### config.mk
export PLATFORM = sky130hd
export DESIGN_NAME = cvt_itof
export DESIGN_NICKNAME = d
export VERILOG_FILES = /design/src/source/cvt_pkg.sv /design/src/source/cvt_itof.sv /design/src/source/cvt_collect.sv /design/src/source/cvt_lane.sv /design/src/source/cvt_issue.sv /design/src/source/cvt_round.sv /design/src/source/cvt_lzc.sv /design/src/source/cvt_pipe_reg.sv
export SDC_FILE = /design/constraint.sdc
export NUM_CORES = 1
export LEC_CHECK = 0
export BUFFER_PORTS_ARGS = -buffer_cell sky130_fd_sc_hd__buf_2
export CORE_MARGIN = 2
export CORE_UTILIZATION = 60
export DETAILED_ROUTE_END_ITERATION = 8
export PLACE_DENSITY = 0.8
export SYNTH_ARGS = -nofsm -noshare
export SYNTH_HDL_FRONTEND = slang
export SYNTH_SLANG_ARGS = --single-unit
### constraint.sdc
create_clock -name clk -period 23.6 [get_ports clk]
set_clock_uncertainty 0.05 [all_clocks]
set_input_delay 1.18 -clock clk [delete_from_list [all_inputs] [get_ports clk]]
set_output_delay 1.18 -clock clk [all_outputs]
set_load 0.03 [all_outputs]
### src/source/cvt_pkg.sv
package cvt_pkg;

    localparam int LANES    = 4;
    localparam int TAG_W    = 4;
    localparam int INT_W    = 32;
    localparam int FLT_W    = 32;
    localparam int MAN_BITS = 23;
    localparam int EXP_BITS = 8;
    localparam int EXP_BIAS = 127;
    localparam int LZC_W    = 5;   // enough to count 0..31 leading zeros

    // rounding modes, encoded as in the fcsr frm field
    typedef enum logic [2:0] {
        RNE = 3'd0,
        RTZ = 3'd1,
        RDN = 3'd2,
        RUP = 3'd3,
        RMM = 3'd4
    } rnd_mode_e;

    typedef struct packed {
        logic [TAG_W-1:0]            tag;
        rnd_mode_e                   rnd_mode;
        logic                        is_signed;
        logic [LANES-1:0][INT_W-1:0] data;
    } cvt_req_t;

    // control shared by all lanes
    typedef struct packed {
        logic [TAG_W-1:0] tag;
        rnd_mode_e        rnd_mode;
    } cvt_ctrl_t;

    typedef struct packed {
        logic                sign;
        logic                zero;
        logic [EXP_BITS-1:0] exp;    // biased
        logic [INT_W-1:0]    mant;   // leading one at the msb
    } cvt_norm_t;

    typedef struct packed {
        logic [FLT_W-1:0] result;
        logic             nx;
    } cvt_lane_rsp_t;

    typedef struct packed {
        logic [TAG_W-1:0]            tag;
        logic [LANES-1:0][FLT_W-1:0] result;
        logic [LANES-1:0]            nx;
    } cvt_rsp_t;

endpackage
### src/source/cvt_itof.sv
`timescale 1ns/1ps

module cvt_itof (
    input  logic              clk,
    input  logic              reset_i,
    input  logic              valid_i,
    output logic              ready_o,
    input  cvt_pkg::cvt_req_t req_i,
    output logic              valid_o,
    input  logic              ready_i,
    output cvt_pkg::cvt_rsp_t rsp_o
);

    import cvt_pkg::*;

    logic                        en;   // global pipeline enable
    logic [LANES-1:0][INT_W-1:0] data_s0;
    logic                        signed_s0;
    rnd_mode_e                   rnd_s1;
    logic                        valid_s2;
    logic [TAG_W-1:0]            tag_s2;
    cvt_lane_rsp_t [LANES-1:0]   lane_rsp;

    cvt_issue u_issue (
        .clk         (clk),
        .reset_i     (reset_i),
        .en_i        (en),
        .valid_i     (valid_i),
        .req_i       (req_i),
        .valid_s0_o  (),
        .data_s0_o   (data_s0),
        .signed_s0_o (signed_s0),
        .rnd_s1_o    (rnd_s1),
        .valid_s2_o  (valid_s2),
        .tag_s2_o    (tag_s2)
    );

    for (genvar i = 0; i < LANES; i++) begin : g_lane
        cvt_lane u_lane (
            .clk        (clk),
            .en_i       (en),
            .data_i     (data_s0[i]),
            .signed_i   (signed_s0),
            .rnd_mode_i (rnd_s1),
            .rsp_o      (lane_rsp[i])
        );
    end

    cvt_collect u_collect (
        .clk        (clk),
        .reset_i    (reset_i),
        .ready_i    (ready_i),
        .valid_s2_i (valid_s2),
        .tag_s2_i   (tag_s2),
        .lane_rsp_i (lane_rsp),
        .en_o       (en),
        .ready_o    (ready_o),
        .valid_o    (valid_o),
        .rsp_o      (rsp_o)
    );

endmodule

### src/source/cvt_collect.sv
`timescale 1ns/1ps

module cvt_collect (
    input  logic                                       clk,
    input  logic                                       reset_i,
    input  logic                                       ready_i,
    input  logic                                       valid_s2_i,
    input  logic [cvt_pkg::TAG_W-1:0]                  tag_s2_i,
    input  cvt_pkg::cvt_lane_rsp_t [cvt_pkg::LANES-1:0] lane_rsp_i,
    output logic                                       en_o,
    output logic                                       ready_o,
    output logic                                       valid_o,
    output cvt_pkg::cvt_rsp_t                          rsp_o
);

    import cvt_pkg::*;

    logic     stall;
    cvt_rsp_t rsp_s2;

    // gather lanes and tag into one response
    always_comb begin
        rsp_s2.tag = tag_s2_i;
        for (int i = 0; i < LANES; i++) begin
            rsp_s2.result[i] = lane_rsp_i[i].result;
            rsp_s2.nx[i]     = lane_rsp_i[i].nx;
        end
    end

    assign stall   = valid_o & ~ready_i;   // output held with nobody taking it
    assign en_o    = ~stall;
    assign ready_o = ~stall;

    cvt_pipe_reg #(
        .payload_t (cvt_rsp_t)
    ) u_reg_out (
        .clk     (clk),
        .reset_i (reset_i),
        .en_i    (en_o),
        .valid_i (valid_s2_i),
        .data_i  (rsp_s2),
        .valid_o (valid_o),
        .data_o  (rsp_o)
    );

    // a pending response must not change under back-pressure
    a_hold_on_stall: assert property (@(posedge clk) disable iff (reset_i)
        stall |=> $stable(valid_o) && $stable(rsp_o));

endmodule

### src/source/cvt_lane.sv
`timescale 1ns/1ps

module cvt_lane (
    input  logic                      clk,
    input  logic                      en_i,
    input  logic [cvt_pkg::INT_W-1:0] data_i,
    input  logic                      signed_i,
    input  cvt_pkg::rnd_mode_e        rnd_mode_i,
    output cvt_pkg::cvt_lane_rsp_t    rsp_o
);

    import cvt_pkg::*;

    logic                sign_s0;
    logic [INT_W-1:0]    mag_s0;
    logic [LZC_W-1:0]    lzc_count;
    logic                mag_zero;
    cvt_norm_t           norm_s0;
    cvt_norm_t           norm_s1;
    logic [MAN_BITS-1:0] man_s1;
    logic                guard_s1;
    logic                sticky_s1;
    logic [FLT_W-1:0]    packed_s1;
    logic [FLT_W-1:0]    rounded_s1;
    logic                inexact_s1;
    cvt_lane_rsp_t       rsp_s1;

    // stage 0 takes the magnitude and normalizes

    assign sign_s0 = signed_i & data_i[INT_W-1];
    assign mag_s0  = sign_s0 ? -data_i : data_i;   // min int wraps to 2^31 which is right unsigned

    cvt_lzc u_lzc (
        .data_i  (mag_s0),
        .count_o (lzc_count),
        .zero_o  (mag_zero)
    );

    always_comb begin
        norm_s0.sign = sign_s0;
        norm_s0.zero = mag_zero;
        norm_s0.exp  = EXP_BITS'(EXP_BIAS + INT_W - 1 - lzc_count);
        norm_s0.mant = mag_s0 << lzc_count;   // leading one to the msb
    end

    // issue's valid qualifies the lane data
    cvt_pipe_reg #(
        .payload_t (cvt_norm_t)
    ) u_reg_norm (
        .clk     (clk),
        .reset_i (1'b0),
        .en_i    (en_i),
        .valid_i (1'b1),
        .data_i  (norm_s0),
        .valid_o (),
        .data_o  (norm_s1)
    );

    // stage 1 drops the hidden one and rounds

    assign man_s1    = norm_s1.mant[INT_W-2 -: MAN_BITS];
    assign guard_s1  = norm_s1.mant[INT_W-2-MAN_BITS];
    assign sticky_s1 = |norm_s1.mant[INT_W-3-MAN_BITS:0];
    assign packed_s1 = {1'b0, norm_s1.exp, man_s1};

    cvt_round u_round (
        .mag_i      (packed_s1),
        .sign_i     (norm_s1.sign),
        .guard_i    (guard_s1),
        .sticky_i   (sticky_s1),
        .rnd_mode_i (rnd_mode_i),
        .mag_o      (rounded_s1),
        .inexact_o  (inexact_s1)
    );

    always_comb begin
        if (norm_s1.zero) begin
            rsp_s1.result = '0;   // integer zero gives +0
            rsp_s1.nx     = 1'b0;
        end else begin
            rsp_s1.result = {norm_s1.sign, rounded_s1[FLT_W-2:0]};
            rsp_s1.nx     = inexact_s1;
        end
    end

    cvt_pipe_reg #(
        .payload_t (cvt_lane_rsp_t)
    ) u_reg_rsp (
        .clk     (clk),
        .reset_i (1'b0),
        .en_i    (en_i),
        .valid_i (1'b1),
        .data_i  (rsp_s1),
        .valid_o (),
        .data_o  (rsp_o)
    );

endmodule

### src/source/cvt_issue.sv
`timescale 1ns/1ps

module cvt_issue (
    input  logic                                      clk,
    input  logic                                      reset_i,
    input  logic                                      en_i,
    input  logic                                      valid_i,
    input  cvt_pkg::cvt_req_t                         req_i,
    output logic                                      valid_s0_o,
    output logic [cvt_pkg::LANES-1:0][cvt_pkg::INT_W-1:0] data_s0_o,
    output logic                                      signed_s0_o,
    output cvt_pkg::rnd_mode_e                        rnd_s1_o,
    output logic                                      valid_s2_o,
    output logic [cvt_pkg::TAG_W-1:0]                 tag_s2_o
);

    import cvt_pkg::*;

    cvt_req_t  req_s0;
    cvt_ctrl_t ctrl_s0;
    cvt_ctrl_t ctrl_s1;
    cvt_ctrl_t ctrl_s2;
    logic      valid_s1;

    cvt_pipe_reg #(
        .payload_t (cvt_req_t)
    ) u_reg_s0 (
        .clk     (clk),
        .reset_i (reset_i),
        .en_i    (en_i),
        .valid_i (valid_i),
        .data_i  (req_i),
        .valid_o (valid_s0_o),
        .data_o  (req_s0)
    );

    // only control goes further down
    always_comb begin
        ctrl_s0.tag      = req_s0.tag;
        ctrl_s0.rnd_mode = req_s0.rnd_mode;
    end

    cvt_pipe_reg #(
        .payload_t (cvt_ctrl_t)
    ) u_reg_s1 (
        .clk     (clk),
        .reset_i (reset_i),
        .en_i    (en_i),
        .valid_i (valid_s0_o),
        .data_i  (ctrl_s0),
        .valid_o (valid_s1),
        .data_o  (ctrl_s1)
    );

    cvt_pipe_reg #(
        .payload_t (cvt_ctrl_t)
    ) u_reg_s2 (
        .clk     (clk),
        .reset_i (reset_i),
        .en_i    (en_i),
        .valid_i (valid_s1),
        .data_i  (ctrl_s1),
        .valid_o (valid_s2_o),
        .data_o  (ctrl_s2)
    );

    assign data_s0_o   = req_s0.data;
    assign signed_s0_o = req_s0.is_signed;
    assign rnd_s1_o    = ctrl_s1.rnd_mode;   // lanes round in stage 1
    assign tag_s2_o    = ctrl_s2.tag;

endmodule

### src/source/cvt_round.sv
`timescale 1ns/1ps

module cvt_round (
    input  logic [cvt_pkg::FLT_W-1:0] mag_i,
    input  logic                      sign_i,
    input  logic                      guard_i,
    input  logic                      sticky_i,
    input  cvt_pkg::rnd_mode_e        rnd_mode_i,
    output logic [cvt_pkg::FLT_W-1:0] mag_o,
    output logic                      inexact_o
);

    import cvt_pkg::*;

    logic round_up;

    always_comb begin
        case (rnd_mode_i)
            RNE:     round_up = guard_i & (sticky_i | mag_i[0]);   // ties to even
            RTZ:     round_up = 1'b0;
            RDN:     round_up = sign_i & (guard_i | sticky_i);
            RUP:     round_up = ~sign_i & (guard_i | sticky_i);
            RMM:     round_up = guard_i;   // ties away from zero
            default: round_up = 1'b0;
        endcase
    end

    // exp and mantissa are packed, so a mantissa carry bumps the exponent
    assign mag_o = mag_i + FLT_W'(round_up);

    assign inexact_o = guard_i | sticky_i;

endmodule

### src/source/cvt_lzc.sv
`timescale 1ns/1ps

module cvt_lzc (
    input  logic [cvt_pkg::INT_W-1:0] data_i,
    output logic [cvt_pkg::LZC_W-1:0] count_o,
    output logic                      zero_o
);

    import cvt_pkg::*;

    // priority search from the msb down
    always_comb begin
        count_o = '0;
        zero_o  = 1'b1;
        for (int i = INT_W - 1; i >= 0; i--) begin
            if (zero_o && data_i[i]) begin
                count_o = LZC_W'(INT_W - 1 - i);
                zero_o  = 1'b0;   // first one found
            end
        end
    end

    // count must point at the leading one
    a_lzc_hit: assert final (zero_o || data_i[INT_W - 1 - count_o]);

endmodule

### src/source/cvt_pipe_reg.sv
`timescale 1ns/1ps

module cvt_pipe_reg #(
    parameter type payload_t = logic
) (
    input  logic     clk,
    input  logic     reset_i,
    input  logic     en_i,
    input  logic     valid_i,
    input  payload_t data_i,
    output logic     valid_o,
    output payload_t data_o
);

    always_ff @(posedge clk) begin
        if (reset_i) begin
            valid_o <= 1'b0;
        end else if (en_i) begin
            valid_o <= valid_i;
        end
    end

    // payload only moves with the enable
    always_ff @(posedge clk) begin
        if (en_i) begin
            data_o <= data_i;
        end
    end

    // once valid is known it must stay known
    a_valid_known: assert property (@(posedge clk) disable iff (reset_i)
        !$isunknown($past(valid_o)) |-> !$isunknown(valid_o));

endmodule

Yosys cells after proc, flatten, opt, wreduce, memory -nomap -nowiden
Cells that the tools add are included.
{ "op_classes": {"n_addsub": 12, "n_eq_ne": 3, "shift": 4, "muxes": 256, "bitwise_logic": 31, "n_reduce_logical": 129} }
{ "op_table": {"columns": ["cell", "n"], "rows": [
  ["$mux W5", 120],
  ["$mux W1", 128],
  ["$mux W32", 4],
  ["$neg A32 Y32", 4],
  ["$shl A32 B5 Y31", 4],
  ["$add A31 B1 Y31", 4],
  ["$logic_and A1 B1 Y1", 124],
  ["$sub A8 B5 Y8 const A", 4],
  ["$reduce_or A7 Y1", 4],
  ["$and A1 B1 Y1", 17],
  ["$pmux W1 S4", 4],
  ["$or A1 B1 Y1", 8],
  ["$eq A3 B2 Y1 const B", 2],
  ["$not A1 Y1", 6],
  ["$eq A3 B3 Y1 const B", 1],
  ["$logic_not A3 Y1", 1]
]} }
{ "word_totals": {"regBits": 583, "input_bits": 140, "word_cells": 479} }

Depth between registers and ports, before layout
{ "depth": {"word_depth": 66, "depth_mapped": 21, "depth_no_buf": 17} }

Modules after synthesis
A second synthesis with hierarchy kept.
{ "hier_totals": {"cells_unflattened": 3768, "hier_area_um2": 38593.3} }
{ "by_module_without_submodules": {"columns": ["mod", "n_inst", "cells_per_inst", "area_per_inst_um2", "seq_area_each_um2"], "rows": [
  ["cvt_lane at g_lane[0].u_lane ...", 3, 656, 4234.1, 0.0],
  ["cvt_pipe_reg at u_collect.u_reg_out ...", 2, 139, 4117.7, 4103.9],
  ["cvt_pipe_reg at g_lane[0].u_lane.u_reg_norm ...", 4, 45, 1295.0, 1281.2],
  ["cvt_pipe_reg at g_lane[0].u_lane.u_reg_rsp ...", 4, 36, 1024.7, 1011.0],
  ["cvt_lane at g_lane[1].u_lane", 1, 500, 3439.5, 0.0],
  ["cvt_lzc", 4, 72, 405.4, 0.0],
  ["cvt_round at g_lane[2].u_lane.u_round ...", 2, 96, 711.9, 0.0],
  ["cvt_round at g_lane[1].u_lane.u_round", 1, 98, 695.7, 0.0],
  ["cvt_round at g_lane[0].u_lane.u_round", 1, 98, 694.4, 0.0],
  ["cvt_pipe_reg at u_issue.u_reg_s1 ...", 2, 10, 244.0, 230.2],
  ["cvt_collect", 1, 2, 13.8, 0.0]
]} }

Least setup slack after synthesis
OpenSTA, ideal clock, no wires.
{ "synth_timing": {"kind": "in2reg", "from": "input ready_i", "to": "register u_collect.u_reg_out.valid_o", "t_arrival_ns": 17.834, "required_ns": 22.788, "setup_slack_ns": 4.954, "cell_stages": 3, "path_buffers": 1, "path_cell_list": "nand2b_1 > clkbuf_1 > a21oi_1"} }
{ "synth_between": {"elab_chain_len": 2} }
{ "synth_rtl": {"columns": ["item", "line_no", "text"], "rows": [
  ["start: declaration", "cvt_itof.sv:10", "input logic ready_i,"],
  ["$not A1 Y1", "cvt_collect.sv:30", "assign stall = valid_o & ~ready_i;"],
  ["$and A1 B1 Y1", "cvt_collect.sv:30", null],
  ["end signal: assignment", "cvt_pipe_reg.sv:19", "valid_o <= valid_i;"],
  ["end: declaration", "cvt_pipe_reg.sv:11", "output logic valid_o,"]
]} }
Every way passes these cells.
A chain may end at the register's enable or synchronous reset.

==> flow_summary.yaml <==
die:
  ios: 278
  num_rows: 88
  die_w_um: 244.7
  start_util_pct: 60.47
  die-area_um2: 59870
  die_y_um: 244.7
  fp.coreArea_um2: 57480
timing:
  worstMarginPinSlew_ps: 1138
  fin_crit_sh_pct: 30.44
  holdWs_ps: 365.8
  tns_ps: 0
  fmax_mhz: 139.2
  grt_setup_unrepaired: "false"
  report.final.slew_viol_count: 0
  post-route-min-period_ps: 7183
  setup_viol: 0
  finalHoldViolCount: 0
  max-slew-margin-rel_pct: 24.14
final_layout:
  n_fill_cell: 4336
  drive_above_1_share_pct: 14.62
  postLayoutCellArea_um2: 38420
  syn2layout_area_growth_pct: 10.54
  final_nets: 3657
  layoutNonFillerInstCount: 4317
clock_tree:
  htreeDepth: 2
  cts_root_buf: "clkbuf_16"
  cts_buffers: 59
  cts_tree: "yes"
  cts_resized: 0
  clkTransAtPathRegs_ps: 70
  clock-sinks: 583
  clk_latency_ps: 640
  postCtsSetupBuffers: 0
  cts_buffer_depth: 3
  ctsHoldBuffers: 0
min_path:
  hold_class: "flop to flop"
setup_path:
  cp_cell_sequence: "nand2_1 -> inv_1 -> nand3_1 -> a311oi_1 -> a31oi_1 -> a21oi_1 -> nand4_2 -> nor3_1 -> nor3_4 -> buf_4 -> inv_1 -> mux2_2 -> a311o_1 -> a311oi_1 -> a211oi_1"
  crit_fanout: 39
  critPathArrivalTime_ps: 7480
  required_ps: 23890
  cp_slowest_stage_delay_ps: 1000
  path_class: "flop to flop"
  slowest_stage: "inv_1"
  cp-end-kind: "flop"
  start_kind: "flop"
synthesis:
  synth_top_cells_by_count: "edfxtp_1 (579), nor2_1 (377), nand2_1 (275), mux2i_1 (198), a21oi_1 (158)"
  ys.warnings.count: 0
  seq_area_frac_synth_pct: 50.26
  netlist_instances: 3336
  avgSynthCellArea_um2: 10.42
  syn-cell-area_um2: 34750
  yosysTopAreaCell: "edfxtp_1"
  synth_fp_nets: 3492
  ys_ff_latch: 583
  synthTopCellsByArea: "edfxtp_1 (50%), mux2i_1 (5.7%), nor2_1 (4.1%), xor2_1 (3.8%), nand2_1 (3.0%)"
  async_reset_ff_share_pct: 0
  yosysTopAreaCellShare_pct: 50.03
  synth-edff-count: 579
  yosysMostFrequentCell: "edfxtp_1"
  yosysUniqueCellTypes: 105
  synth_ff_type: "edfxtp_1"
placed_design:
  dp_cells: 4205
  numPortBuffers: 277
  gp_congestion: 0.9886
  place_area_um2: 36490
  dp.final_hpwl_mm: 72.01
status:
  status: "finished clean"
routing:
  drt-total-wl_mm: 99.01
  wl_per_cell_um: 22.94
  ant_nets: 0
  drt-pass1-iter-count: 6
  dr.first_iter.drc_count: 2943
  drc_errors: 0
  vias: 28290
  via_per_inst: 6.552
global_routing:
  grt_max_degree: 194
  grt_pass1_wl_mm: 152.7
  antenna_found_initial: 9
  grt-ovfl-total: 0
  grt_pass1_vias: 26790
  grtUsageTotal_pct: 32.27
flow_run:
  maxCapViolCount: 0
power:
  peakVddDrop_uv: 99.86
  p_leak_nw: 14.05
  powerDensity_nw_per_um2: 82.05
==> flip-flops by register name, summed over array words and instances (netlist names) <==
signal / flops
u_issue.u_reg_s0.data_o: 136
u_collect.u_reg_out.valid_o: 1
g_lane.u_lane.u_reg_norm.data_o: 164
g_lane.u_lane.u_reg_rsp.data_o: 132
u_issue.u_reg_s1.valid_o: 1
u_issue.u_reg_s1.data_o: 7
u_issue.u_reg_s2.valid_o: 1
u_issue.u_reg_s0.valid_o: 1
u_collect.u_reg_out.data_o: 136
u_issue.u_reg_s2.data_o: 4
==> metrics by stage <==
step / setup WS, ps / total power [mW] / util (%)
6_report: 16420 / 3.152 / 66.85
4_1_cts: 16650 / 3.154 / 66.84
3_5_place_dp: 16660 / 2.222 / 63.49
3_3_place_gp: 16830 / 2.200 / 63.49
2_1_floorplan: 4954 / 1.995 / -
5_1_grt: 16060 / 3.274 / 66.84
==> layer usage <==
layer	vias up	track usage, %	wire (um)
met3	253	5.675	7809
li1	13020	-	-
met4	16	12.03	3946
met2	1396	52.18	46560
met1	13600	43.77	40590
met5	-	0	107
==> final cells by class <==
class / count / area [um2] / area share [%]
antenna: 1 / 2.502 / 0.006513
multi-input combinational: 2485 / 16190 / 42.13
inverter: 63 / 240.2 / 0.6253
clock buffer: 83 / 1597 / 4.156
sequential: 583 / 17470 / 45.46
tap: 765 / 957.2 / 2.491
timing repair buffer: 309 / 1639 / 4.266
clock inverter: 28 / 331.6 / 0.8630
==> final timing paths <==
check,depth (start not counted),slack [ps],endpoint,startpoint
worst max-delay path,15,16420,g_lane[3].u_lane.u_reg_norm.data_o[30],u_issue.u_reg_s0.data_o[127]
worst min-delay path,0,370,u_collect.u_reg_out.data_o[4],g_lane[0].u_lane.u_reg_rsp.data_o[1]
worst max register to register,15,16420,g_lane[3].u_lane.u_reg_norm.data_o[30],u_issue.u_reg_s0.data_o[127]
worst min register to register,0,370,u_collect.u_reg_out.data_o[4],g_lane[0].u_lane.u_reg_rsp.data_o[1]
==> cells by family after synthesis <==
kind of cell    synth area share [%]
compound gates                 14.02
xor+xnor                       6.246
fa+ha+maj                     0.5760
buf+inv                        3.326
flops                          50.26
mux                            7.107
simple gates                   18.47
==> cells in the final DEF (no fill, tap or decap), types with 97 or more instances in the layout <==
master and count:
nor3_1 98, edfxtp_1 579, nand3_1 98, mux2i_1 198
o21ai_0 129, xnor2_1 97, a21oi_1 158, buf_2 277
xor2_1 149, nor2_1 377, nand2_1 275
==> power breakdown <==
part	switching (mW)	internal [mW]
registers	0.125	1.38
logic	0.480	0.246
clock network	0.405	0.521
total	1.01	2.14
==> worst max-delay path: cells and delay by family (launching register included) <==
family	cells	cell delay [ps]
AO/OA/AOI/OAI	6	1930
buffers and inverters	3	2130
flip-flops	1	630
multiplexers	1	430
AND/OR/NAND/NOR	5	1690
Power figures use the tool's default switching activity.
